## src/besm_ctl_pkg.sv

```systemverilog
package besm_ctl_pkg;

    //----------------------------------------------------------------------
    // Word sizes
    //----------------------------------------------------------------------
    localparam int UI_WIDTH    = 112;         // Microinstruction word
    localparam int Y_WIDTH     = 64;          // Y and D buses
    localparam int RR_WIDTH    = 32;          // Mode register
    localparam int MR_DEPTH    = 1024;        // 32 groups of 32 modifiers
    localparam int MR_WIDTH    = 32;
    localparam int MODGN_WIDTH = 5;           // Modifier group number

    //----------------------------------------------------------------------
    // Microinstruction field positions
    //----------------------------------------------------------------------
    localparam int COND_LSB  = 2;             // Condition select
    localparam int COND_W    = 5;
    localparam int FFCNT_LSB = 7;             // Flag trigger control
    localparam int FFCNT_W   = 5;
    localparam int IOMP_BIT  = 12;            // Low selects flag decoder
    localparam int DDEV_LSB  = 14;            // D-bus device
    localparam int DDEV_W    = 3;
    localparam int WEM_BIT   = 29;            // Modifier write enable
    localparam int CSM_BIT   = 30;            // Modifier memory access
    localparam int ISE_BIT   = 33;
    localparam int ICC_BIT   = 34;            // Condition polarity
    localparam int YDST_LSB  = 48;            // Y-bus destination
    localparam int YDST_W    = 4;
    localparam int DSRC_LSB  = 52;            // D-bus source
    localparam int DSRC_W    = 4;
    localparam int MODNM_LSB = 56;            // Modifier number, inverted
    localparam int MODNM_W   = 5;
    localparam int MNSA_LSB  = 61;            // Modifier index source
    localparam int MNSA_W    = 2;
    localparam int MOD_BIT   = 63;            // Privileged access

    // Y destinations and D sources
    localparam logic [3:0] YDST_MODGN  = 4'd1;
    localparam logic [3:0] YDST_PROCN  = 4'd2;
    localparam logic [3:0] YDST_RR     = 4'd3;
    localparam logic [3:0] YDST_PHYSPG = 4'd4;
    localparam logic [3:0] YDST_UREG   = 4'd8;
    localparam logic [3:0] DSRC_MODGN  = 4'd1;
    localparam logic [3:0] DSRC_PROCN  = 4'd2;
    localparam logic [3:0] DSRC_RR     = 4'd3;
    localparam logic [3:0] DSRC_PHYSPG = 4'd4;

    //----------------------------------------------------------------------
    // Flag trigger codes
    //----------------------------------------------------------------------
    localparam logic [4:0] FF_LOGGRP = 5'd1;
    localparam logic [4:0] FF_MULGRP = 5'd2;
    localparam logic [4:0] FF_ADDGRP = 5'd3;
    localparam logic [4:0] FF_SETC   = 5'd5;
    localparam logic [4:0] FF_CLRRCB = 5'd6;
    localparam logic [4:0] FF_SETRCB = 5'd7;
    localparam logic [4:0] FF_CLRJMP = 5'd8;
    localparam logic [4:0] FF_SETJMP = 5'd9;
    localparam logic [4:0] FF_SETEI  = 5'd10;  // Unmask interrupts
    localparam logic [4:0] FF_CLREI  = 5'd11;
    localparam logic [4:0] FF_CLRTR0 = 5'd12;
    localparam logic [4:0] FF_SETTR0 = 5'd13;
    localparam logic [4:0] FF_CLRTR1 = 5'd14;
    localparam logic [4:0] FF_SETTR1 = 5'd15;
    localparam logic [4:0] FF_CLRTKK = 5'd18;
    localparam logic [4:0] FF_SETTKK = 5'd19;
    localparam logic [4:0] FF_SETNR  = 5'd20;  // Native mode
    localparam logic [4:0] FF_SETER  = 5'd22;  // Emulation mode
    localparam logic [4:0] FF_CHTKK  = 5'd23;
    localparam logic [2:0] DDEV_CLRCB = 3'd3;

    // Condition codes
    localparam logic [4:0] COND_YES    = 5'd0;
    localparam logic [4:0] COND_NORMB  = 5'd1;
    localparam logic [4:0] COND_RNDB   = 5'd2;
    localparam logic [4:0] COND_OVRIB  = 5'd3;
    localparam logic [4:0] COND_BNB    = 5'd4;
    localparam logic [4:0] COND_OVRFTB = 5'd5;
    localparam logic [4:0] COND_DRG    = 5'd6;
    localparam logic [4:0] COND_EMLRG  = 5'd7;
    localparam logic [4:0] COND_RCB    = 5'd8;
    localparam logic [4:0] COND_CB     = 5'd9;
    localparam logic [4:0] COND_CEMLRG = 5'd10;
    localparam logic [4:0] COND_CT     = 5'd11;
    localparam logic [4:0] COND_TR1    = 5'd12;
    localparam logic [4:0] COND_INTSTP = 5'd13;
    localparam logic [4:0] COND_IR15   = 5'd14;
    localparam logic [4:0] COND_TKK    = 5'd15;
    localparam logic [4:0] COND_TR0    = 5'd22;

    // Modifier index sources
    localparam logic [1:0] MNSA_UREG = 2'd0;
    localparam logic [1:0] MNSA_IRA  = 2'd1;
    localparam logic [1:0] MNSA_MP   = 2'd3;

    // Mode register, seen whole or bit by bit
    typedef union packed {
        logic [RR_WIDTH-1:0] raw;
        struct packed {
            logic [1:0] unused;
            logic       flag_jump;        // Jump instruction flag
            logic       rcb;              // Right instruction flag
            logic       cb;               // Address modified by reg 16
            logic       no_paging;
            logic       no_procnm;
            logic       flag_negaddr;
            logic       no_rprot;
            logic       no_wprot;
            logic       intstp;           // Stop on interrupt
            logic       single_step;
            logic       cemlrg;
            logic       no_wtag;
            logic       no_intr;          // External interrupt mask
            logic       no_progtag;
            logic       no_badacc;
            logic       no_rtag;
            logic       no_badop;
            logic       drg;              // Dispatcher mode
            logic       ovrftb;
            logic       bnb;
            logic       flag_z;
            logic       flag_n;
            logic       flag_c;
            logic       flag_v;
            logic       ovrib;
            logic [2:0] grp;              // Branch group, one-hot
            logic       rndb;             // Rounding lock
            logic       normb;            // Normalization lock
        } bits;
    } rr_word_t;

endpackage
```

## src/cond_select.sv

```systemverilog
module cond_select (
    input  logic [4:0]             i_cond,
    input  logic                   i_icc,
    input  besm_ctl_pkg::rr_word_t i_rr,
    input  logic                   i_tr0,
    input  logic                   i_tr1,
    input  logic                   i_tkk,
    input  logic                   i_besm6_mode,
    output logic                   o_condition
);

    logic cond_mux;                                // Selected condition

    always_comb begin
        case (i_cond)
            besm_ctl_pkg::COND_NORMB:  cond_mux = i_rr.bits.normb;
            besm_ctl_pkg::COND_RNDB:   cond_mux = i_rr.bits.rndb;
            besm_ctl_pkg::COND_OVRIB:  cond_mux = i_rr.bits.ovrib;
            besm_ctl_pkg::COND_BNB:    cond_mux = i_rr.bits.bnb;
            besm_ctl_pkg::COND_OVRFTB: cond_mux = i_rr.bits.ovrftb;
            besm_ctl_pkg::COND_DRG:    cond_mux = i_rr.bits.drg;
            besm_ctl_pkg::COND_EMLRG:  cond_mux = i_besm6_mode;
            besm_ctl_pkg::COND_RCB:    cond_mux = i_rr.bits.rcb;
            besm_ctl_pkg::COND_CB:     cond_mux = i_rr.bits.cb;
            besm_ctl_pkg::COND_CEMLRG: cond_mux = i_rr.bits.cemlrg;
            besm_ctl_pkg::COND_TR1:    cond_mux = i_tr1;
            besm_ctl_pkg::COND_INTSTP: cond_mux = i_rr.bits.intstp;
            besm_ctl_pkg::COND_TKK:    cond_mux = i_tkk;
            besm_ctl_pkg::COND_TR0:    cond_mux = i_tr0;
            // No ALU status or decoder in this block
            besm_ctl_pkg::COND_YES,
            besm_ctl_pkg::COND_CT,
            besm_ctl_pkg::COND_IR15:   cond_mux = 1'b1;
            default:                   cond_mux = 1'b1; // Undefined codes
        endcase
    end

    // ICC set passes the condition, clear inverts it
    assign o_condition = i_icc ? cond_mux : ~cond_mux;

endmodule

```

## config.mk

```make
export PLATFORM = sky130hd
export DESIGN_NAME = cond_select
export DESIGN_NICKNAME = d
export VERILOG_FILES = /design/src/besm_ctl_pkg.sv /design/src/cond_select.sv
export SDC_FILE = /design/constraint.sdc
export NUM_CORES = 1
export LEC_CHECK = 0
export ABC_CLOCK_PERIOD_IN_PS = 1050
export BUFFER_PORTS_ARGS = -buffer_cell sky130_fd_sc_hd__buf_2
export CAP_MARGIN = 20
export CORE_AREA = 2 2 39 41
export DETAILED_ROUTE_END_ITERATION = 6
export DIE_AREA = 0 0 41 43
export PLACE_DENSITY = 0.64
export SETUP_SLACK_MARGIN = 0.2
export SLEW_MARGIN = 10
export SYNTH_ARGS = -nofsm -noshare
export SYNTH_HDL_FRONTEND = slang
export SYNTH_SLANG_ARGS = --single-unit
```

## constraint.sdc

```tcl
create_clock -name vclk -period 1.05
set_input_delay 0.0525 -clock vclk [all_inputs]
set_output_delay 0.0525 -clock vclk [all_outputs]
set_load 0.01 [all_outputs]
```

Yosys cells after proc, flatten, opt, wreduce, memory -nomap -nowiden
Index checks and enable logic that the tools add are counted.

cells by class
  eq/ne operators = 14
  mux-type cells = 2
  bitwise operators = 1

operators with widths
  kind                                                              number
  5-bit by 4-bit == test with 1-bit output (second input constant)  6
  5-bit by 3-bit == test with 1-bit output (second input constant)  4
  1-bit case mux with 14 select lines                               1
  5-bit by 2-bit == test with 1-bit output (second input constant)  2
  5-bit by 1-bit == test with 1-bit output (second input constant)  1
  5-bit == test (second input constant)                             1
  1-bit 2-to-1 mux                                                  1
  1-bit NOT                                                         1

word-level totals
  register bits = 0
  bits of input ports = 42
  output and inout bits = 1
  logic and storage cells = 17

Depth between registers and ports, before layout
  word-level depth = 4
  mapped depth = 6
  gate-level depth less buffers = 5

Least setup slack after synthesis
OpenSTA, ideal clock, no wires.

  path kind = input-to-output
  start point = in i_cond[0]
  end point = out o_condition
  data arrival time = 1.159 ns
  required time = 0.998 ns
  setup slack = -0.161 ns
  cell stages on the path = 5
  path buffers = 1
  cells stage by stage = buf_6 mux4_2 o2111ai_1 nand3_1 xnor2_1

between the ends
  cells in the longest elaborated chain, start to end = 4
  elaborated cells on any way between the ends = 17
  classes of those cells = eq/ne: 14; mux: 2; bitwise: 1

ends and longest elaborated chain
  what                                         line               RTL
  from (decl)                                  cond_select.sv:2   input logic [4:0] i_cond,
  5-bit == test, or another cell as far along  cond_select.sv:15  case (i_cond)
  1-bit case mux with 14 select lines *        cond_select.sv:15
  1-bit NOT                                    cond_select.sv:39  assign o_condition = i_icc ? cond_mux : ~cond_mux;
  1-bit 2-to-1 mux *                           cond_select.sv:39
  to (decl)                                    cond_select.sv:9   output logic o_condition

Mark *: on every way between the ends. The rest lies on a longest branch, timed or not.

Worst setup path after layout
Same ends and word-level chain as after synthesis.

==> run_results.csv <==
group,metric,value,unit
outcome,outcome,"finished, violations left",
outcome,violations,"setup timing",
cells_and_area,final_cells,71,
power,p_leak,0.209,nW
power,p_total,160,uW
grt,grt_pass1_vias,285,
synthesis,synthCells,27,
critical_path,critPathKind,"input port to primary output",
critical_path,path_buf_inv,2,
critical_path,cp-end-kind,"primary output",
sta,whs,0.390,ns
synthesis,synth.distinct_cells,23,
sta,final_max_slew_viol_count,0,
critical_path,critPathMaxStageDelay,0.41,ns
placement,place_congestion,0.710,
placement,hpwlAfterDp,518,um
sta,rsz0062_at_grt,"yes",
min_path,hold_end,"o_condition",
critical_path,worstPathMaxFanout,4,
cells_and_area,synthToLayoutAreaGrowth,109,%
grt,grt-ovfl-total,0,
min_path,hp-class,"input port to primary output",
cells_and_area,fillerInstances,157,
critical_path,startpoint_type,"input port",
floorplanning,ios,43,
floorplanning,rows,14,
detailed_routing,drt-wirelength-per-cell,9.27,um
floorplanning,start_util,0.144,
critical_path,critPathRequiredTime,1.00,ns
synthesis,ys_warn_count,0,
sta,hold_viol,0,
synthesis,synth_top_area_frac,0.113,
cells_and_area,nFlopsAndLatches,0,
clock_network,hold_buffers,0,
min_path,holdPathStages,3,
critical_path,path_cells,"buf_8 -> xor2_1 -> o2bb2ai_1 -> a222oi_1 -> nand3_2 -> xnor2_2 -> buf_2",
cells_and_area,drive_above_1_share,0.636,
grt,grt_pass1_wl,986,um
cells_and_area,final_common_cell,"buf_2",
grt,grt_max_degree,8,
detailed_routing,drt-initial-drc-count,6,
min_path,holdCritStartpoint,"i_icc",
floorplanning,core-area,1380,um^2
critical_path,crit_arrival,1.26,ns
detailed_routing,vias_per_cell,4.35,
floorplanning,die-area,1760,um^2
cells_and_area,diodes,0,
sta,min_period,1.32,ns
critical_path,cp_slowest_cell,"a222oi_1",
power,power.density,383,nW/um^2
cells_and_area,layout.nets,99,
floorplanning,die_width,41,um
detailed_routing,ant_nets,0,
synthesis,avgSynthCellArea,7.37,um^2
flow_run,drv_cap,0,
placement,placed_cells,69,
sta,worst_slew_pin_slew,0.377,ns
synthesis,netlist_area,199,um^2
cells_and_area,nClkBuffers,0,
power,ir_worst_vdd,128,uV
cells_and_area,regArea,0,um^2
synthesis,yosys-top-cells-area,"mux4_2 (11%), nand4b_1 (8.8%), buf_6 (5.7%)",
floorplanning,fp.dieH,43,um
grt,track_usage,0.0731,
sta,fmax,0.759,GHz
detailed_routing,firstDrtPassIters,4,
detailed_routing,drcViolationCount,0,
critical_path,crit_family,"compound AO/OA/AOI/OAI gates",
sta,min_period_over_period,1.25,
sta,setup_ws,-0.267,ns
synthesis,synth_top_cell_by_area,"mux4_2",
placement,io_buffers,21,
sta,setup_tns,-0.267,ns
grt,antenna_found_initial,0,
cells_and_area,mostFrequentLayoutCells,"buf_2 (19), buf_4 (9), inv_1 (3), nand4b_1 (2), buf_6 (2)",
detailed_routing,drt-total-wl,658,um
sta,final-setup-viol-count,1,
sta,relSlewSlack,0.748,
detailed_routing,vias,309,
synthesis,syn-num-nets,69,
cells_and_area,multiInputGateArea,185,um^2
synthesis,synth_seq_area_share,0,
==> worst min-delay path: stages <==
cell and delay [ns]:
buf_2 0.10, xnor2_2 0.06, buf_2 0.13
==> stage by stage <==
step | instance area (um^2) | setup slack, ns | utilization
floorplan | 206 | -0.133 | -
global placement | 370 | -0.306 | 0.268
detailed placement | 370 | -0.333 | 0.268
CTS | 405 | -0.271 | 0.293
global route | 417 | -0.327 | 0.301
finish | 417 | -0.267 | 0.301
==> layer usage <==
metal	track usage	wire, um
met2	0.138	316
met5	0	0
met4	0	0
met3	0	66
met1	0.0927	275
==> cell usage after synthesis <==
master     n
clkbuf_2   1
nand3b_1   1
o2bb2ai_1  1
buf_2      1
nand3_1    2
o211ai_1   1
nor2_1     1
mux2i_1    1
mux4_2     1
inv_1      3
nand4b_1   2
xnor2_1    1
buf_6      1
nor3_1     1
nand2b_1   1
o311ai_0   1
nand2_1    1
o22ai_1    1
nor2b_1    1
o2111ai_1  1
xor2_1     1
a222oi_1   1
a31oi_1    1
==> cells by family (layout without fill, tap and decap cells) <==
| family | count (synthesis) | in the layout | share of synthesized area |
|---|---|---|---|
| and+or+nand+nor | 10 | 10 | 0.302 |
| muxes | 2 | 2 | 0.164 |
| xor gates and xnor gates | 2 | 2 | 0.0881 |
| AOI/OAI and AO/OA | 7 | 7 | 0.283 |
| buffers and inverters | 6 | 34 | 0.163 |
==> cell type report <==
class | count | area share
inverters | 3 | 0.0270
repair buffers | 31 | 0.480
multi-input cells | 21 | 0.444
well taps | 16 | 0.0480
==> worst max-delay path by stage <==
| stage | start | end | slack [ns] | cells after the start |
|---|---|---|---|---|
| 6_report | i_cond[0] | o_condition | -0.27 | 7 |
| 2_1_floorplan | i_cond[0] | o_condition | -0.13 | 5 |
| 3_5_place_dp | i_cond[0] | o_condition | -0.33 | 8 |
| 5_1_grt | i_cond[0] | o_condition | -0.33 | 7 |
| 3_3_place_gp | i_cond[0] | o_condition | -0.31 | 8 |
| 4_1_cts | i_cond[0] | o_condition | -0.27 | 7 |
==> where the power goes <==
| part | internal, mW | switching, mW | leakage, nW |
|---|---|---|---|
| Sequential | 0 | 0 | 0 |
| Clock | 0 | 0 | 0 |
| Combinational | 0.0983 | 0.0614 | 0.209 |
==> repair_timing <==
item,in CTS,in global routing
pin swaps,5,4
setup buffers,2,0
cloned,0,0
setup endpoints to repair,1,1
gates resized for setup,6,3
Power figures use the tool's default switching activity.
