--- src/besm_ctl_pkg.sv ---
package besm_ctl_pkg;

    //----------------------------------------------------------------------
    // Word sizes
    //----------------------------------------------------------------------
    localparam int UI_WIDTH    = 112;         // Microinstruction word
    localparam int Y_WIDTH     = 64;          // Y and D buses
    localparam int RR_WIDTH    = 32;          // Mode register
    localparam int MR_DEPTH    = 1024;        // 32 groups of 32 modifiers
    localparam int MR_WIDTH    = 32;
    localparam int MODGN_WIDTH = 5;           // Modifier group number

    //----------------------------------------------------------------------
    // Microinstruction field positions
    //----------------------------------------------------------------------
    localparam int COND_LSB  = 2;             // Condition select
    localparam int COND_W    = 5;
    localparam int FFCNT_LSB = 7;             // Flag trigger control
    localparam int FFCNT_W   = 5;
    localparam int IOMP_BIT  = 12;            // Low selects flag decoder
    localparam int DDEV_LSB  = 14;            // D-bus device
    localparam int DDEV_W    = 3;
    localparam int WEM_BIT   = 29;            // Modifier write enable
    localparam int CSM_BIT   = 30;            // Modifier memory access
    localparam int ISE_BIT   = 33;
    localparam int ICC_BIT   = 34;            // Condition polarity
    localparam int YDST_LSB  = 48;            // Y-bus destination
    localparam int YDST_W    = 4;
    localparam int DSRC_LSB  = 52;            // D-bus source
    localparam int DSRC_W    = 4;
    localparam int MODNM_LSB = 56;            // Modifier number, inverted
    localparam int MODNM_W   = 5;
    localparam int MNSA_LSB  = 61;            // Modifier index source
    localparam int MNSA_W    = 2;
    localparam int MOD_BIT   = 63;            // Privileged access

    // Y destinations and D sources
    localparam logic [3:0] YDST_MODGN  = 4'd1;
    localparam logic [3:0] YDST_PROCN  = 4'd2;
    localparam logic [3:0] YDST_RR     = 4'd3;
    localparam logic [3:0] YDST_PHYSPG = 4'd4;
    localparam logic [3:0] YDST_UREG   = 4'd8;
    localparam logic [3:0] DSRC_MODGN  = 4'd1;
    localparam logic [3:0] DSRC_PROCN  = 4'd2;
    localparam logic [3:0] DSRC_RR     = 4'd3;
    localparam logic [3:0] DSRC_PHYSPG = 4'd4;

    //----------------------------------------------------------------------
    // Flag trigger codes
    //----------------------------------------------------------------------
    localparam logic [4:0] FF_LOGGRP = 5'd1;
    localparam logic [4:0] FF_MULGRP = 5'd2;
    localparam logic [4:0] FF_ADDGRP = 5'd3;
    localparam logic [4:0] FF_SETC   = 5'd5;
    localparam logic [4:0] FF_CLRRCB = 5'd6;
    localparam logic [4:0] FF_SETRCB = 5'd7;
    localparam logic [4:0] FF_CLRJMP = 5'd8;
    localparam logic [4:0] FF_SETJMP = 5'd9;
    localparam logic [4:0] FF_SETEI  = 5'd10;  // Unmask interrupts
    localparam logic [4:0] FF_CLREI  = 5'd11;
    localparam logic [4:0] FF_CLRTR0 = 5'd12;
    localparam logic [4:0] FF_SETTR0 = 5'd13;
    localparam logic [4:0] FF_CLRTR1 = 5'd14;
    localparam logic [4:0] FF_SETTR1 = 5'd15;
    localparam logic [4:0] FF_CLRTKK = 5'd18;
    localparam logic [4:0] FF_SETTKK = 5'd19;
    localparam logic [4:0] FF_SETNR  = 5'd20;  // Native mode
    localparam logic [4:0] FF_SETER  = 5'd22;  // Emulation mode
    localparam logic [4:0] FF_CHTKK  = 5'd23;
    localparam logic [2:0] DDEV_CLRCB = 3'd3;

    // Condition codes
    localparam logic [4:0] COND_YES    = 5'd0;
    localparam logic [4:0] COND_NORMB  = 5'd1;
    localparam logic [4:0] COND_RNDB   = 5'd2;
    localparam logic [4:0] COND_OVRIB  = 5'd3;
    localparam logic [4:0] COND_BNB    = 5'd4;
    localparam logic [4:0] COND_OVRFTB = 5'd5;
    localparam logic [4:0] COND_DRG    = 5'd6;
    localparam logic [4:0] COND_EMLRG  = 5'd7;
    localparam logic [4:0] COND_RCB    = 5'd8;
    localparam logic [4:0] COND_CB     = 5'd9;
    localparam logic [4:0] COND_CEMLRG = 5'd10;
    localparam logic [4:0] COND_CT     = 5'd11;
    localparam logic [4:0] COND_TR1    = 5'd12;
    localparam logic [4:0] COND_INTSTP = 5'd13;
    localparam logic [4:0] COND_IR15   = 5'd14;
    localparam logic [4:0] COND_TKK    = 5'd15;
    localparam logic [4:0] COND_TR0    = 5'd22;

    // Modifier index sources
    localparam logic [1:0] MNSA_UREG = 2'd0;
    localparam logic [1:0] MNSA_IRA  = 2'd1;
    localparam logic [1:0] MNSA_MP   = 2'd3;

    // Mode register, seen whole or bit by bit
    typedef union packed {
        logic [RR_WIDTH-1:0] raw;
        struct packed {
            logic [1:0] unused;
            logic       flag_jump;        // Jump instruction flag
            logic       rcb;              // Right instruction flag
            logic       cb;               // Address modified by reg 16
            logic       no_paging;
            logic       no_procnm;
            logic       flag_negaddr;
            logic       no_rprot;
            logic       no_wprot;
            logic       intstp;           // Stop on interrupt
            logic       single_step;
            logic       cemlrg;
            logic       no_wtag;
            logic       no_intr;          // External interrupt mask
            logic       no_progtag;
            logic       no_badacc;
            logic       no_rtag;
            logic       no_badop;
            logic       drg;              // Dispatcher mode
            logic       ovrftb;
            logic       bnb;
            logic       flag_z;
            logic       flag_n;
            logic       flag_c;
            logic       flag_v;
            logic       ovrib;
            logic [2:0] grp;              // Branch group, one-hot
            logic       rndb;             // Rounding lock
            logic       normb;            // Normalization lock
        } bits;
    } rr_word_t;

endpackage
--- src/mode_register.sv ---
module mode_register (
    input  logic                   clk,
    input  logic                   reset,
    input  logic                   i_valid,
    input  logic [3:0]             i_ydst,
    input  logic [31:0]            i_y_low,
    input  logic                   i_iomp,
    input  logic [4:0]             i_ffcnt,
    input  logic [2:0]             i_ddev,
    input  logic                   i_ise,
    output besm_ctl_pkg::rr_word_t o_rr,
    output logic                   o_tr0,
    output logic                   o_tr1,
    output logic                   o_tkk,
    output logic                   o_besm6_mode
);

    logic ff_en;                                   // Flag decoder selected

    assign ff_en = !i_iomp;

    // Later assignments win, so triggers override a load from Y
    always_ff @(posedge clk) begin
        if (reset) begin
            o_rr         <= '0;
            o_tr0        <= 1'b0;
            o_tr1        <= 1'b0;
            o_tkk        <= 1'b0;
            o_besm6_mode <= 1'b0;                  // Native mode after reset
        end else if (i_valid) begin
            if (i_ydst == besm_ctl_pkg::YDST_RR)
                o_rr.raw <= i_y_low;               // Whole word from Y

            if (ff_en) begin
                case (i_ffcnt)
                    besm_ctl_pkg::FF_LOGGRP: o_rr.bits.grp       <= 3'b001;
                    besm_ctl_pkg::FF_MULGRP: o_rr.bits.grp       <= 3'b010;
                    besm_ctl_pkg::FF_ADDGRP: o_rr.bits.grp       <= 3'b100;
                    besm_ctl_pkg::FF_CLRJMP: o_rr.bits.flag_jump <= 1'b0;
                    besm_ctl_pkg::FF_SETJMP: o_rr.bits.flag_jump <= 1'b1;
                    besm_ctl_pkg::FF_SETEI:  o_rr.bits.no_intr   <= 1'b0;
                    besm_ctl_pkg::FF_CLREI:  o_rr.bits.no_intr   <= 1'b1;
                    besm_ctl_pkg::FF_CLRTR0: o_tr0               <= 1'b0;
                    besm_ctl_pkg::FF_SETTR0: o_tr0               <= 1'b1;
                    besm_ctl_pkg::FF_CLRTR1: o_tr1               <= 1'b0;
                    besm_ctl_pkg::FF_SETTR1: o_tr1               <= 1'b1;
                    besm_ctl_pkg::FF_CLRTKK: o_tkk               <= 1'b0;
                    besm_ctl_pkg::FF_SETTKK: o_tkk               <= 1'b1;
                    besm_ctl_pkg::FF_SETNR:  o_besm6_mode        <= 1'b0;
                    besm_ctl_pkg::FF_SETER:  o_besm6_mode        <= 1'b1;
                    besm_ctl_pkg::FF_CHTKK:  o_tkk               <= ~o_tkk; // Toggle
                    default: ;                     // cb and rcb handled below
                endcase
            end

            // cb has its own clear path from the D-bus device field
            if (i_ddev == besm_ctl_pkg::DDEV_CLRCB)
                o_rr.bits.cb <= 1'b0;              // Clear beats set
            else if (ff_en && i_ffcnt == besm_ctl_pkg::FF_SETC)
                o_rr.bits.cb <= 1'b1;

            if (i_ise)
                o_rr.bits.rcb <= o_tkk;            // Copy standardizer flag
            else if (ff_en && i_ffcnt == besm_ctl_pkg::FF_CLRRCB)
                o_rr.bits.rcb <= 1'b0;
            else if (ff_en && i_ffcnt == besm_ctl_pkg::FF_SETRCB)
                o_rr.bits.rcb <= 1'b1;
        end
    end

endmodule

--- config.mk ---
export PLATFORM = sky130hd
export DESIGN_NAME = mode_register
export DESIGN_NICKNAME = d
export VERILOG_FILES = /design/src/besm_ctl_pkg.sv /design/src/mode_register.sv
export SDC_FILE = /design/constraint.sdc
export NUM_CORES = 1
export LEC_CHECK = 0
export BUFFER_PORTS_ARGS = -buffer_cell sky130_fd_sc_hd__buf_2
export CAP_MARGIN = 20
export CORE_ASPECT_RATIO = 1.4
export CORE_MARGIN = 2
export CORE_UTILIZATION = 41
export CTS_BUF_LIST = sky130_fd_sc_hd__clkbuf_8
export CTS_CLUSTER_SIZE = 14
export DETAILED_ROUTE_END_ITERATION = 6
export PLACE_DENSITY = 0.84
export SYNTH_ARGS = -nofsm -noshare
export SYNTH_HDL_FRONTEND = slang
export SYNTH_SLANG_ARGS = --single-unit
--- constraint.sdc ---
create_clock -name clk -period 1.35 [get_ports clk]
set_clock_uncertainty 0.05 [all_clocks]
set_input_delay 0.0675 -clock clk [delete_from_list [all_inputs] [get_ports clk]]
set_output_delay 0.0675 -clock clk [all_outputs]
set_load 0.005 [all_outputs]
# Word level (Yosys, flattened, before mapping)
# Cells that the tools add are included.
# op_classes
mux	16
reduce_logical	17
eq_ne	21
n_bitwise	2
# op_table
operator	n
$eq A5 B4 Y1 const B	8
$mux W30	1
$eq A5 B5 Y1 const B	5
$eq A5 B3 Y1 const B	3
$reduce_and A3 Y1	4
$eq A5 B2 Y1 const B	2
$pmux W1 S2	5
$pmux W3 S3	1
$mux W1	7
$reduce_and A2 Y1	3
$reduce_bool A2 Y1	3
$reduce_bool A3 Y1	2
$eq A5 B1 Y1 const B	1
$eq A4 B2 Y1 const B	1
$reduce_bool A4 Y1	1
$eq A3 B2 Y1 const B	1
$logic_and A1 B1 Y1	3
$mux W3	1
$pmux W1 S3	1
$not A1 Y1	2
$logic_not A1 Y1	1
# word_totals
inputBits	49
word_cells	64
ff_bits	36

# Logic depth before layout (Yosys ltp)
# logic_depth
ltp_word	5
ltp_mapped	7
mapped_depth_nobuf	4

# Worst setup path before layout
# Ideal clock, no wire load.
# synth_path
kind	input port to flip-flop
from	input i_ydst[2]
to	register o_rr[17] in the netlist's numbering
n_path_buf	1
setup_time_ns	0.132
cell_stages	5
arrival_ns	1.038
setup_slack_ns	0.130
cell_sequence	and4bb_2 > buf_2 > mux2_2 > o221ai_1 > a21oi_1
# synth_between
elab_chain_len	4
# synth_rtl
element	line_no	source
from (decl)	mode_register.sv:5	input logic [3:0] i_ydst,
$eq A4 B2 Y1 *	mode_register.sv:31	if (i_ydst == besm_ctl_pkg::YDST_RR)
$mux W30 *	mode_register.sv:31	
$pmux W1 S2	mode_register.sv:35	case (i_ffcnt)
$mux W1 *	mode_register.sv:34	if (ff_en) begin
to (decl)	mode_register.sv:11	output besm_ctl_pkg::rr_word_t o_rr,
# Mark *: on every way between the ends. The rest lies on a longest branch, timed or not. The select of a mux whose other input is x is not followed.
# A chain may end at the register's enable or synchronous reset.

# Worst setup path in the final report
# layout_path
from	input i_ffcnt[4]
to	register o_rr[29] in the netlist's numbering
# layout_between
elab_chain_len	3
word_cells_on_any_way	4
# layout_rtl
element	line_no	source
from (decl)	mode_register.sv:8	input logic [4:0] i_ffcnt,
$eq A5 B4 Y1	mode_register.sv:35	
$pmux W1 S2 *	mode_register.sv:35	
$mux W1 *	mode_register.sv:34	
# Mark *: on every way between the ends. The rest lies on a longest branch, timed or not.

==> results.cfg <==
[worst_setup_path]
r2r_slack_ns = 0.35
rr_startpoint = o_rr[17]
cp-start-kind = input port
reg2regPathDepth = 3
crit_type = input port to flip-flop
arrival_ns = 1.17
crit_required_ns = 1.47
crit_start = i_ffcnt[4]
end_kind = flip-flop
worst-path-max-fanout = 9
reg2reg_to = o_rr[17]

[grt]
grt_pass1_vias = 1752
grt_max_degree = 26
grt_first_pass_wirelength_um = 7741
antenna_found_initial = 0
overflow = 0
grt_usage_pct = 22.18

[yosys]
seq_area_frac_synth_pct = 45.04
syn-num-nets = 249
synthTopCellsByArea = dfxtp_1 45%, nand2_1 12%, a21oi_1 9.7%, nor2_1 2.1%, nand2b_1 2.0%
synth_seq_cells = 36
synth_commonest_cells = 53 x nand2_1, 36 x dfxtp_1, 31 x a21oi_1
synth_edf_count = 0
synth_top_cell_area_share_pct = 45.04
synthDistinctLibCells = 40
ys.flop_type = dfxtp_1
yosysMostFrequentCell = nand2_1
avgSynthCellArea_um2 = 8.001
async_flop_share_pct = 0
syn-instance-count = 200
synth_top_area_cell = dfxtp_1
syn-cell-area_um2 = 1600
yosys_warnings = 0

[floorplan]
die_area_um2 = 4426
dieWidth_um = 56.80
start_util_pct = 43.15
rows = 26
die_h_um = 77.92
core_um2 = 3709
pin_count = 85

[routing]
drc = 0
vias = 1807
drt_iter0_drc = 56
wire_per_inst_um = 13.29
drt-vias-per-instance = 5.105
first_pass_iters = 4
ant_nets = 0
routed_wirelength_um = 4705

[worst_hold_path]
hold_depth = 3
hold_path.class = input port to flip-flop
holdPathEnd = o_rr[28]
holdCritStartpoint = i_ise

[finish]
fin_nets = 360
final_util_pct = 66.60
drive_above_1_share_pct = 34.62
final_area_um2 = 2470
diodes = 0
area_growth_pct = 54.34
layoutNonFillerInstCount = 354
fillers = 317

[cts]
path_clk_slew_ns = 0.07
cts.sinks = 36
cts_buffers = 5
htree_num_levels = 2
clk_path_buf_depth = 2
cts-root-buf = clkbuf_8
cts_tree = built
clk-insertion-delay-late_ns = 0.29
post_cts_buffers = 0

[timing]
finalSetupViolCount = 0
period_minus_slack_ns = 1.053
tightest_slew_ns = 0.3731
rsz0062_at_grt = false
setup_tns_ns = 0
relSlewSlack_pct = 74.78
max_freq_mhz = 949.5
slew_viol_final = 0
hold_viol = 0
fin_crit_sh_pct = 78.01

[power_and_ir_drop]
total_power_w = 0.002422
peakVddDrop_mv = 0.8489
powerDensity_nw_per_um2 = 980.6
p_leak_nw = 1.092

[place]
io_buffer_count = 84
place_hpwl_um = 2915
dp_cells = 321
dpl-instance-area_um2 = 2093
globalplace.congestion = 0.7971

[outcome]
status = complete, no violations

[flow_run]
maxCapViolations = 0
[power breakdown]
group	internal [W]	switching (W)	total [W]
Sequential	0.00108	0.00000962	0.00109
Clock	0.000652	0.000392	0.00104
Combinational	0.000162	0.000129	0.000290
[layer usage]
metal	track usage (%)	wire, um	vias to the layer above
met2	39.65	2461	58
met5	0	0	-
met1	22.93	1834	826
met4	11.40	126	0
met3	6.500	283	9
li1	-	-	914
[repair_timing]
| action | in CTS | in global routing |
|---|---|---|
| hold endpoints to repair | 25 | 0 |
| gates resized for setup | 0 | 0 |
| hold buffers | 25 | 0 |
| setup endpoints to repair | 0 | 0 |
[how the worst max path moves through the flow]
stage                           to  slack [ns]  cells after the start
final                     o_rr[29]        0.30                      5
after floorplan           o_rr[17]        0.13                      5
after detailed placement  o_rr[29]      -0.002                      5
after global routing      o_rr[29]        0.25                      5
after CTS                 o_rr[29]        0.30                      5
after global placement    o_rr[29]        0.02                      5
[critical path, stage by stage]
cell and delay [ns]:
buf_2 0.14, or4b_4 0.56, o31a_1 0.24, o21ai_1 0.08, a21oi_1 0.08
[placed cells by master (no fill, tap or decap), drive strengths merged, types with 2 or more instances in the layout]
| cell | count |
|---|---|
| nor4 | 3 |
| a211oi | 3 |
| mux2 | 2 |
| inv | 4 |
| nor3 | 2 |
| buf | 93 |
| clkbuf | 7 |
| nand4 | 4 |
| nand3b | 3 |
| nand2 | 53 |
| and2 | 2 |
| dlygate4sd3 | 25 |
| a21oi | 31 |
| dfxtp | 36 |
| or4 | 2 |
| o22ai | 2 |
| nor2 | 9 |
| nand2b | 5 |
| a31oi | 2 |
| o21ai | 5 |
| mux2i | 3 |
[registers in the layout, summed over array words and instances, names as in the netlist]
name and flops:
o_tkk 1, o_tr1 1, o_rr 32, o_tr0 1, o_besm6_mode 1
[per-stage QoR]
stage	hold slack (ns)	worst slack [ns]
6_report	0.03133	0.2968
5_1_grt	0.03731	0.2542
4_1_cts	0.02801	0.3039
3_5_place_dp	0.2625	-0.002088
3_3_place_gp	0.2573	0.01804
2_1_floorplan	0.1535	0.1299
[layout make-up]
cell class / instances / area [um^2] / share of cell area [%]
Clock inverter: 1 / 30.03 / 1.216
Inverter: 4 / 15.01 / 0.6079
Multi-Input combinational cell: 146 / 792.0 / 32.07
Tap cell: 42 / 52.55 / 2.128
Clock buffer: 7 / 96.34 / 3.901
Sequential cell: 36 / 720.7 / 29.18
Timing Repair Buffer: 118 / 763.2 / 30.90
[cells by family (layout without fill, tap and decap cells)]
family | count (synthesis) | count (layout) | share of synthesized area [%]
simple gates | 92 | 92 | 28.38
buf+inv | 18 | 130 | 5.473
compound gates | 49 | 49 | 17.83
mux | 5 | 5 | 3.284
flops | 36 | 36 | 45.04
Note: power is estimated with default switching activity, not from simulation.
