<file path="src/besm_ctl_pkg.sv">
package besm_ctl_pkg;

    //----------------------------------------------------------------------
    // Word sizes
    //----------------------------------------------------------------------
    localparam int UI_WIDTH    = 112;         // Microinstruction word
    localparam int Y_WIDTH     = 64;          // Y and D buses
    localparam int RR_WIDTH    = 32;          // Mode register
    localparam int MR_DEPTH    = 1024;        // 32 groups of 32 modifiers
    localparam int MR_WIDTH    = 32;
    localparam int MODGN_WIDTH = 5;           // Modifier group number

    //----------------------------------------------------------------------
    // Microinstruction field positions
    //----------------------------------------------------------------------
    localparam int COND_LSB  = 2;             // Condition select
    localparam int COND_W    = 5;
    localparam int FFCNT_LSB = 7;             // Flag trigger control
    localparam int FFCNT_W   = 5;
    localparam int IOMP_BIT  = 12;            // Low selects flag decoder
    localparam int DDEV_LSB  = 14;            // D-bus device
    localparam int DDEV_W    = 3;
    localparam int WEM_BIT   = 29;            // Modifier write enable
    localparam int CSM_BIT   = 30;            // Modifier memory access
    localparam int ISE_BIT   = 33;
    localparam int ICC_BIT   = 34;            // Condition polarity
    localparam int YDST_LSB  = 48;            // Y-bus destination
    localparam int YDST_W    = 4;
    localparam int DSRC_LSB  = 52;            // D-bus source
    localparam int DSRC_W    = 4;
    localparam int MODNM_LSB = 56;            // Modifier number, inverted
    localparam int MODNM_W   = 5;
    localparam int MNSA_LSB  = 61;            // Modifier index source
    localparam int MNSA_W    = 2;
    localparam int MOD_BIT   = 63;            // Privileged access

    // Y destinations and D sources
    localparam logic [3:0] YDST_MODGN  = 4'd1;
    localparam logic [3:0] YDST_PROCN  = 4'd2;
    localparam logic [3:0] YDST_RR     = 4'd3;
    localparam logic [3:0] YDST_PHYSPG = 4'd4;
    localparam logic [3:0] YDST_UREG   = 4'd8;
    localparam logic [3:0] DSRC_MODGN  = 4'd1;
    localparam logic [3:0] DSRC_PROCN  = 4'd2;
    localparam logic [3:0] DSRC_RR     = 4'd3;
    localparam logic [3:0] DSRC_PHYSPG = 4'd4;

    //----------------------------------------------------------------------
    // Flag trigger codes
    //----------------------------------------------------------------------
    localparam logic [4:0] FF_LOGGRP = 5'd1;
    localparam logic [4:0] FF_MULGRP = 5'd2;
    localparam logic [4:0] FF_ADDGRP = 5'd3;
    localparam logic [4:0] FF_SETC   = 5'd5;
    localparam logic [4:0] FF_CLRRCB = 5'd6;
    localparam logic [4:0] FF_SETRCB = 5'd7;
    localparam logic [4:0] FF_CLRJMP = 5'd8;
    localparam logic [4:0] FF_SETJMP = 5'd9;
    localparam logic [4:0] FF_SETEI  = 5'd10;  // Unmask interrupts
    localparam logic [4:0] FF_CLREI  = 5'd11;
    localparam logic [4:0] FF_CLRTR0 = 5'd12;
    localparam logic [4:0] FF_SETTR0 = 5'd13;
    localparam logic [4:0] FF_CLRTR1 = 5'd14;
    localparam logic [4:0] FF_SETTR1 = 5'd15;
    localparam logic [4:0] FF_CLRTKK = 5'd18;
    localparam logic [4:0] FF_SETTKK = 5'd19;
    localparam logic [4:0] FF_SETNR  = 5'd20;  // Native mode
    localparam logic [4:0] FF_SETER  = 5'd22;  // Emulation mode
    localparam logic [4:0] FF_CHTKK  = 5'd23;
    localparam logic [2:0] DDEV_CLRCB = 3'd3;

    // Condition codes
    localparam logic [4:0] COND_YES    = 5'd0;
    localparam logic [4:0] COND_NORMB  = 5'd1;
    localparam logic [4:0] COND_RNDB   = 5'd2;
    localparam logic [4:0] COND_OVRIB  = 5'd3;
    localparam logic [4:0] COND_BNB    = 5'd4;
    localparam logic [4:0] COND_OVRFTB = 5'd5;
    localparam logic [4:0] COND_DRG    = 5'd6;
    localparam logic [4:0] COND_EMLRG  = 5'd7;
    localparam logic [4:0] COND_RCB    = 5'd8;
    localparam logic [4:0] COND_CB     = 5'd9;
    localparam logic [4:0] COND_CEMLRG = 5'd10;
    localparam logic [4:0] COND_CT     = 5'd11;
    localparam logic [4:0] COND_TR1    = 5'd12;
    localparam logic [4:0] COND_INTSTP = 5'd13;
    localparam logic [4:0] COND_IR15   = 5'd14;
    localparam logic [4:0] COND_TKK    = 5'd15;
    localparam logic [4:0] COND_TR0    = 5'd22;

    // Modifier index sources
    localparam logic [1:0] MNSA_UREG = 2'd0;
    localparam logic [1:0] MNSA_IRA  = 2'd1;
    localparam logic [1:0] MNSA_MP   = 2'd3;

    // Mode register, seen whole or bit by bit
    typedef union packed {
        logic [RR_WIDTH-1:0] raw;
        struct packed {
            logic [1:0] unused;
            logic       flag_jump;        // Jump instruction flag
            logic       rcb;              // Right instruction flag
            logic       cb;               // Address modified by reg 16
            logic       no_paging;
            logic       no_procnm;
            logic       flag_negaddr;
            logic       no_rprot;
            logic       no_wprot;
            logic       intstp;           // Stop on interrupt
            logic       single_step;
            logic       cemlrg;
            logic       no_wtag;
            logic       no_intr;          // External interrupt mask
            logic       no_progtag;
            logic       no_badacc;
            logic       no_rtag;
            logic       no_badop;
            logic       drg;              // Dispatcher mode
            logic       ovrftb;
            logic       bnb;
            logic       flag_z;
            logic       flag_n;
            logic       flag_c;
            logic       flag_v;
            logic       ovrib;
            logic [2:0] grp;              // Branch group, one-hot
            logic       rndb;             // Rounding lock
            logic       normb;            // Normalization lock
        } bits;
    } rr_word_t;

endpackage
</file>
<file path="src/special_registers.sv">
module special_registers (
    input  logic                                 clk,
    input  logic                                 reset,
    input  logic                                 i_valid,
    input  logic [3:0]                           i_ydst,
    input  logic [3:0]                           i_dsrc,
    input  logic [besm_ctl_pkg::Y_WIDTH-1:0]     i_y,
    input  besm_ctl_pkg::rr_word_t               i_rr,
    input  logic [besm_ctl_pkg::MR_WIDTH-1:0]    i_mr_data,
    input  logic                                 i_mr_rd_en,
    output logic [besm_ctl_pkg::MODGN_WIDTH-1:0] o_modgn,
    output logic [31:0]                          o_ureg,
    output logic [besm_ctl_pkg::Y_WIDTH-1:0]     o_d
);

    logic [7:0] procn;                             // Process number
    logic [9:0] physpg;                            // Physical page

    //----------------------------------------------------------------------
    // Registers written from Y
    //----------------------------------------------------------------------
    always_ff @(posedge clk) begin
        if (reset) begin
            o_modgn <= '0;
            procn   <= '0;
            physpg  <= '0;
            o_ureg  <= '0;
        end else if (i_valid) begin
            case (i_ydst)
                besm_ctl_pkg::YDST_MODGN:  o_modgn <= i_y[9:5];
                besm_ctl_pkg::YDST_PROCN:  procn   <= i_y[7:0];
                besm_ctl_pkg::YDST_PHYSPG: physpg  <= i_y[19:10];
                besm_ctl_pkg::YDST_UREG:   o_ureg  <= i_y[31:0];
                default: ;                         // RR lives in mode_register
            endcase
        end
    end

    //----------------------------------------------------------------------
    // D-bus source select
    //----------------------------------------------------------------------
    always_comb begin
        o_d = '0;
        case (i_dsrc)
            besm_ctl_pkg::DSRC_MODGN:  o_d[10:0]  = {1'b1, o_modgn, 5'b0};
            besm_ctl_pkg::DSRC_PROCN:  o_d[7:0]   = procn;
            besm_ctl_pkg::DSRC_RR:
                o_d[besm_ctl_pkg::RR_WIDTH-1:0] = i_rr.raw;
            besm_ctl_pkg::DSRC_PHYSPG: o_d[19:10] = physpg;
            default: begin
                if (i_mr_rd_en)                    // Modifier read
                    o_d[besm_ctl_pkg::MR_WIDTH-1:0] = i_mr_data;
            end
        endcase
    end

endmodule

</file>
<file path="config.mk">
export PLATFORM = sky130hd
export DESIGN_NAME = special_registers
export DESIGN_NICKNAME = d
export VERILOG_FILES = /design/src/besm_ctl_pkg.sv /design/src/special_registers.sv
export SDC_FILE = /design/constraint.sdc
export NUM_CORES = 1
export LEC_CHECK = 0
export BUFFER_PORTS_ARGS = -buffer_cell sky130_fd_sc_hd__buf_2
export CAP_MARGIN = 25
export CORE_AREA = 2 2 94 96
export DETAILED_ROUTE_END_ITERATION = 10
export DIE_AREA = 0 0 96 98
export PLACE_DENSITY = 0.74
export SYNTH_ARGS = -nofsm -noshare
export SYNTH_HDL_FRONTEND = slang
export SYNTH_SLANG_ARGS = --single-unit
</file>
<file path="constraint.sdc">
create_clock -name clk -period 2.6 [get_ports clk]
set_clock_uncertainty 0.05 [all_clocks]
set_input_delay 0.26 -clock clk [delete_from_list [all_inputs] [get_ports clk]]
set_output_delay 0.26 -clock clk [all_outputs]
set_load 0.03 [all_outputs]
</file>
# [Word-level counts from Yosys, hierarchy flattened]
# Index checks and enable logic that the tools add are counted.
[classes] n_eq_ne=8 n_shift=0 n_reduce_logical=7 div_mod_pow=0 mux=6 bitwise=0 n_lt_le_gt_ge=0 n_addsub=0 n_mul=0
[op_table] operator="32-bit two-way mux" count=1
[op_table] operator="8-bit case mux with 4 select lines" count=1
[op_table] operator="9-bit case mux with 3 select lines" count=1
[op_table] operator="12-bit case mux with 2 select lines" count=1
[op_table] operator="4-bit by 2-bit == test with 1-bit output (second input constant)" count=3
[op_table] operator="4-bit by 1-bit == test with 1-bit output (second input constant)" count=2
[op_table] operator="4-bit by 3-bit == test with 1-bit output (second input constant)" count=2
[op_table] operator="2-bit AND reduction" count=4
[op_table] operator="2-bit case mux with 3 select lines" count=1
[op_table] operator="4-bit == test (second input constant)" count=1
[op_table] operator="1-bit case mux with 4 select lines" count=1
[op_table] operator="2-bit OR reduction" count=2
[op_table] operator="3-bit OR reduction" count=1
[word_totals] latchBits=0 ff_bits=55 elab_cells=25 output_inout_bits=101 rom_bits=0 inputBits=140 n_memories=0 ram_bits=0

# [Longest topological paths before layout]
# Gate-level depths: netlist (run 1).
[logic_depth] depth_word=3 ltp_mapped=8 depth_no_buf=4

# [Worst setup path after synthesis (run 1)]
# No wires, ideal clock.
[synth_path] path_type="input-to-output" startpoint="in i_dsrc[0]" endpoint="out o_d[8] (netlist name)" required_ps=2290 t_arrival_ps=1720 path_slack_ps=570 stages=7 n_path_buf=3 cell_sequence="buf_6 or3b_1 buf_6 a21oi_4 buf_2 a21oi_1 nor2_1"
[synth_via] elab_chain_cells=3 word_cells_on_any_way=6 cone_classes="eq/ne: 4; mux: 1; reduce/logical: 1"
[synth_rtl] item="from (decl)" line_no="special_registers.sv:6" rtl="input logic [3:0] i_dsrc,"
[synth_rtl] item="4-bit by 3-bit == test with 1-bit output or 4-bit by 2-bit == test with 1-bit output (tied branches)" line_no="special_registers.sv:44" rtl="case (i_dsrc)"
[synth_rtl] item="2-bit OR reduction (no source line)"
[synth_rtl] item="2-bit case mux with 3 select lines *" line_no="special_registers.sv:44"
[synth_rtl] item="to (decl)" line_no="special_registers.sv:13" rtl="output logic [besm_ctl_pkg::Y_WIDTH-1:0] o_d"
# Mark *: on every way between the ends. The rest lies on a longest branch, timed or not.

# [Worst setup path in the final report (run 1)]
[layout_path] startpoint="in i_dsrc[0]" endpoint="out o_d[18] (netlist name)"
[layout_via] elab_chain_cells=3 word_cells_on_any_way=6 cone_classes="eq/ne: 4; mux: 1; reduce/logical: 1"
[layout_rtl] item="4-bit by 2-bit == test with 1-bit output or 4-bit by 1-bit == test with 1-bit output (tied branches)" line_no="special_registers.sv:44"
[layout_rtl] item="2-bit OR reduction (no source line)"
[layout_rtl] item="9-bit case mux with 3 select lines *" line_no="special_registers.sv:44"
# Marked as above.

==> results_dict.tcl, run 1 <==
set metrics [dict create \
    die_h_um 98 \
    setup-tns-final_ns 0 \
    layout_common_cells "buf_2, nand2_1, dfxtp_1, a21oi_1, conb_1" \
    grtUsageMet3 0.0370 \
    start_util 0.335 \
    reg2reg_depth 2 \
    p_per_area_nw_per_um2 510 \
    critPathBufInv 2 \
    slowest_stage "or3b_1" \
    synth_seq_area_share 0.388 \
    finalCritPeriodShare 0.814 \
    rr_endpoint "o_modgn[4]" \
    design_power_total_mw 1.93 \
    drt_iter0_markers 105 \
    ctsResizeCount 0 \
    drt-wirelength-per-cell_um 13.7 \
    antennaDiodeCount 0 \
    cts-root-buf "clkbuf_8" \
    io_pins 241 \
    ir_drop_uv 318 \
    max_stage_delay_ns 0.53 \
    status "finished, final reports clean" \
    cts.sinks 55 \
    power.share.sequential 0.445 \
    antenna_found_initial 0 \
    busiest_layer "met2" \
    die_area_um2 9410 \
    path_cells "buf_2 -> or3b_1 -> nor2_2 -> a22oi_1 -> o21ai_0 -> buf_2" \
    vias 2920 \
    fp.dieW_um 96 \
    endpoint_kind "primary output" \
    port_buffers 176 \
    final_cell_count_no_fill 621 \
    routed_wl_mm 8.49 \
    first_pass_iters 4 \
    fillCellCount 885 \
    nets 652 \
    design_area_um2 3790 \
    criticalPathCategory "primary input to primary output" \
    grt_remaining_overflow 0 \
    hold_path_depth 3 \
    whs_ns 0.143 \
    synth_edf_count 0 \
    grt_max_degree 56 \
    grt_pass1_vias 2728 \
    cts_tree "yes" \
    worstReg2RegStart "o_modgn[4]" \
    pre_cts_slack_ns 0.471 \
    dpl.cell_count 613 \
    maxCapViolations 0 \
    fin_ws_ns 0.485 \
    synth_area_um2 2840 \
    core_area_um2 8470 \
    drt-vias-per-instance 4.70 \
    drv_slew 0 \
    layout_commonest_cell "buf_2" \
    netSwitchingPower_uw 558 \
    setup_viol 0 \
    crit_fanout 10 \
    hp-class "primary input to flip-flop" \
    drc 0 \
    p_sw_frac 0.289 \
    syn_to_final_growth_pct 33.4 \
    relSlewSlack 0.356 \
    met1_usage 0.205 \
    place_area_um2 3650 \
    clk_latency_ns 0.30 \
    fmax_ghz 0.473 \
    power_leakage_nw 1.97 \
    post_cts.repair.setup_buffers 0 \
    syn_area_per_cell_um2 8.13 \
    synth_seq_cells 55 \
    hold_violations 0 \
    htree_levels 2 \
    postCtsHoldBufs 0 \
    clk_pin_slew_worst_paths_ns 0.09 \
    pwr-share-comb 0.214 \
    min_to "o_ureg[30]" \
    final.min_clock_period_ns 2.12 \
    tightest_slew_ns 0.965 \
    cp-start-kind "primary input" \
    min-delay-start "i_y[30]" \
    rows 34 \
    yosys_warnings 0 \
    grt_setup_unrepaired "false" \
    cts_buffer_depth 2 \
    crit_top_cell "buf_2" \
    synth_cells 349 \
    ant_nets 0 \
    cts_buffers 5 \
    p_clk_frac 0.341 \
    synth_ff_type "dfxtp_1" \
    grt_first_pass_wirelength_mm 12.9 \
    drive_gt1_frac 0.378 \
    gr-usage-met2 0.316 \
    place.gp.congestion 0.806 \
    p_int_mw 1.37 \
    dpl.hpwl_mm 6.78 \
    reg2reg_setup_slack_ns 1.85 \
    critPathArrivalTime_ns 1.81 \
    ys_types 32 \
    crit_family "simple AND/OR/NAND/NOR gates" \
    async_flop_share 0 \
    final_util 0.447 \
    critPathRequiredTime_ns 2.29 \
    grt_use_total 0.173 \
]
power by group through the flow:
stage / Clock [mW] / Sequential [mW] / Combinational, mW
after floorplan: 0 / 0.891 / 0.292
after global placement: 0 / 0.878 / 0.410
after detailed placement: 0 / 0.879 / 0.415
after CTS: 0.681 / 0.859 / 0.416
after global routing: 0.715 / 0.861 / 0.449
final: 0.659 / 0.859 / 0.414
layer usage:
metal / wire length (um) / vias up
li1: - / 1455
met1: 3390 / 1335
met2: 4380 / 126
met3: 685 / 4
met4: 37 / 0
met5: 0 / -
state kept, by name, indices dropped and copies added (netlist names):
| name | cells |
|---|---|
| o_modgn | 5 |
| o_ureg | 32 |
| physpg | 10 |
| procn | 8 |
cells in the mapped netlist, types with 2 or more instances:
library cell	n	area (um2)
o32a_1	2	20.0
o221ai_1	3	26.3
nor2_1	26	97.6
nand3b_1	4	30.0
buf_6	4	45.0
dfxtp_1	55	1100
o21ai_0	9	45.0
buf_4	32	240
a21oi_1	46	230
a22oi_1	9	67.6
clkbuf_1	18	67.6
nand2b_1	2	12.5
nand2_1	73	274
nor3b_1	2	15.0
nor2b_1	3	18.8
buf_2	2	10.0
o2bb2ai_1	6	52.6
mux2i_1	28	280
a22o_1	12	105
worst min-delay path, stage by stage:
cell and delay, ns:
buf_2 0.09, nand2_1 0.05, a21oi_1 0.05
final cells by class:
class / instances / area [um2] / share of cell area
flip-flops and latches: 55 / 1100 / 0.291
multi-input cells: 267 / 1480 / 0.392
well taps: 108 / 135 / 0.0357
inverters: 1 / 3.75 / 0.000991
clock inverters: 3 / 67.6 / 0.0178
clock buffers: 5 / 68.8 / 0.0182
repair buffers: 182 / 926 / 0.245
kinds of logic after synthesis:
| logic type | synth area share |
|---|---|
| other | 0.00132 |
| AO/OA/AOI/OAI | 0.206 |
| buffers and inverters | 0.130 |
| AND/OR/NAND/NOR | 0.176 |
| multiplexers | 0.0987 |
| flip-flops | 0.388 |
worst max path at each step:
stage,from,end,slack (ns),depth (start not counted)
floorplan,i_dsrc[0],o_d[8],0.57,7
global placement,i_dsrc[0],o_d[18],0.47,6
detailed placement,i_dsrc[0],o_d[18],0.47,6
CTS,i_dsrc[0],o_d[18],0.46,6
global route,i_dsrc[0],o_d[18],0.35,6
finish,i_dsrc[0],o_d[18],0.48,6
Note: power is estimated with default switching activity, not from simulation.
==> run 2, diff against run 1 <==
Clock period 2.6 ns to 2.2 ns, I/O delays scaled along.
==> run 2 against run 1 <==
- highest routed layer unchanged
- core utilization grew 0.12 points
- worst setup slack lost 0.20 ns
- wire length grew 0.85%
- clock power shrank 17%
- worst hold slack lost 0.044 ns
- cell count grew 0.97%
- sequential share of layout area shrank 0.077 points
- total power grew 6.5%
- critical path type unchanged
- cell area grew 0.26%
==> results_dict.tcl, run 2 (synthesized netlist as in run 1, its figures left out) <==
set metrics [dict create \
    relSlewSlack 0.623 \
    core_area_um2 8470 \
    ant_nets 0 \
    hp-class "primary input to flip-flop" \
    drt-wirelength-per-cell_um 13.7 \
    antennaDiodeCount 0 \
    tightest_slew_ns 0.564 \
    finalCritPeriodShare 0.868 \
    reg_top3 "o_ureg x32, physpg x10, procn x8" \
    power_leakage_nw 1.98 \
    drt_iter0_markers 83 \
    multiInputGateArea_um2 1480 \
    dpl.hpwl_mm 6.94 \
    status "finished, final reports clean" \
    fp.dieW_um 96 \
    endpoint_kind "primary output" \
    final_util 0.448 \
    setup-tns-final_ns 0 \
    cts_buffer_depth 2 \
    ir_drop_uv 322 \
    postCtsHoldBufs 0 \
    design_power_total_mw 2.06 \
    nets 658 \
    grt_remaining_overflow 0 \
    layout_common_cells "buf_2, nand2_1, dfxtp_1, a21oi_1, conb_1" \
    layout_commonest_cell "buf_2" \
    final.min_clock_period_ns 1.91 \
    clk_pin_slew_worst_paths_ns 0.09 \
    die_area_um2 9410 \
    largest_reg_flops 32 \
    grt_max_degree 56 \
    fillCellCount 843 \
    whs_ns 0.0983 \
    fmax_ghz 0.523 \
    crit_fanout 18 \
    cts_buffers 5 \
    clk_latency_ns 0.30 \
    grt_first_pass_wirelength_mm 12.8 \
    setup_viol 0 \
    ctsResizeCount 0 \
    criticalPathCategory "primary input to primary output" \
    drt-vias-per-instance 4.67 \
    htree_levels 2 \
    routed_wl_mm 8.56 \
    drive_gt1_frac 0.385 \
    post_cts.repair.setup_buffers 0 \
    regArea_um2 1100 \
    cts.sinks 55 \
    hold_violations 0 \
    cts_tree "yes" \
    critPathArrivalTime_ns 1.64 \
    critPathRequiredTime_ns 1.93 \
    start_util 0.335 \
    p_per_area_nw_per_um2 542 \
    cts-root-buf "clkbuf_8" \
    drc 0 \
    io_pins 241 \
    first_pass_iters 5 \
    port_buffers 176 \
    grt_pass1_vias 2717 \
    die_h_um 98 \
    drv_slew 0 \
    place.gp.congestion 0.796 \
    regMostFlops "o_ureg" \
    antenna_found_initial 0 \
    maxCapViolations 0 \
    syn_to_final_growth_pct 33.7 \
    grt_use_total 0.173 \
    vias 2926 \
    grt_setup_unrepaired "false" \
    rows 34 \
    cp-start-kind "primary input" \
]
-- run 2: where the power goes --
part | switching, mW | internal (mW) | total, mW
logic | 0.328 | 0.169 | 0.497
clock network | 0.323 | 0.222 | 0.546
registers | 0.00768 | 1.01 | 1.02
total | 0.659 | 1.40 | 2.06
-- run 2: per-stage QoR --
stage	cells	setup WS (ns)	instance area (um2)
after floorplan	380	0.250	2960
after global placement	619	0.274	3710
after detailed placement	619	0.278	3710
after CTS	627	0.270	3800
after global routing	627	0.158	3800
final	627	0.289	3800
-- run 2: path summary, 6_finish.rpt --
path	depth (start not counted)	from	slack, ns	to
setup / recovery	7	i_dsrc[0]	0.29	o_d[21]
hold / removal	3	i_y[29]	0.1	o_ureg[29]
setup reg to reg	2	o_modgn[4]	1.45	o_modgn[4]
hold reg to reg	2	o_ureg[23]	0.41	o_ureg[23]
-- run 2: critical path: stages --
cell,delay (ns)
buf_2,0.10
or3b_1,0.50
a21oi_4,0.18
nor2b_2,0.05
buf_4,0.19
a22o_1,0.21
buf_2,0.18
-- run 2: cell type report --
cell class | instances | share of cell area
Multi-Input combinational cell | 267 | 0.391
Sequential cell | 55 | 0.290
Timing Repair Buffer | 188 | 0.259
Tap cell | 108 | 0.0356
Clock buffer | 5 | 0.0181
Clock inverter | 3 | 0.00527
Inverter | 1 | 0.000989
-- run 2: routing by layer --
layer	vias up	GRT usage	wire length [um]
li1	1468	-	-
met1	1343	0.203	3450
met2	113	0.322	4480
met3	2	0.0347	608
met4	0	0.0308	27
met5	-	0	0
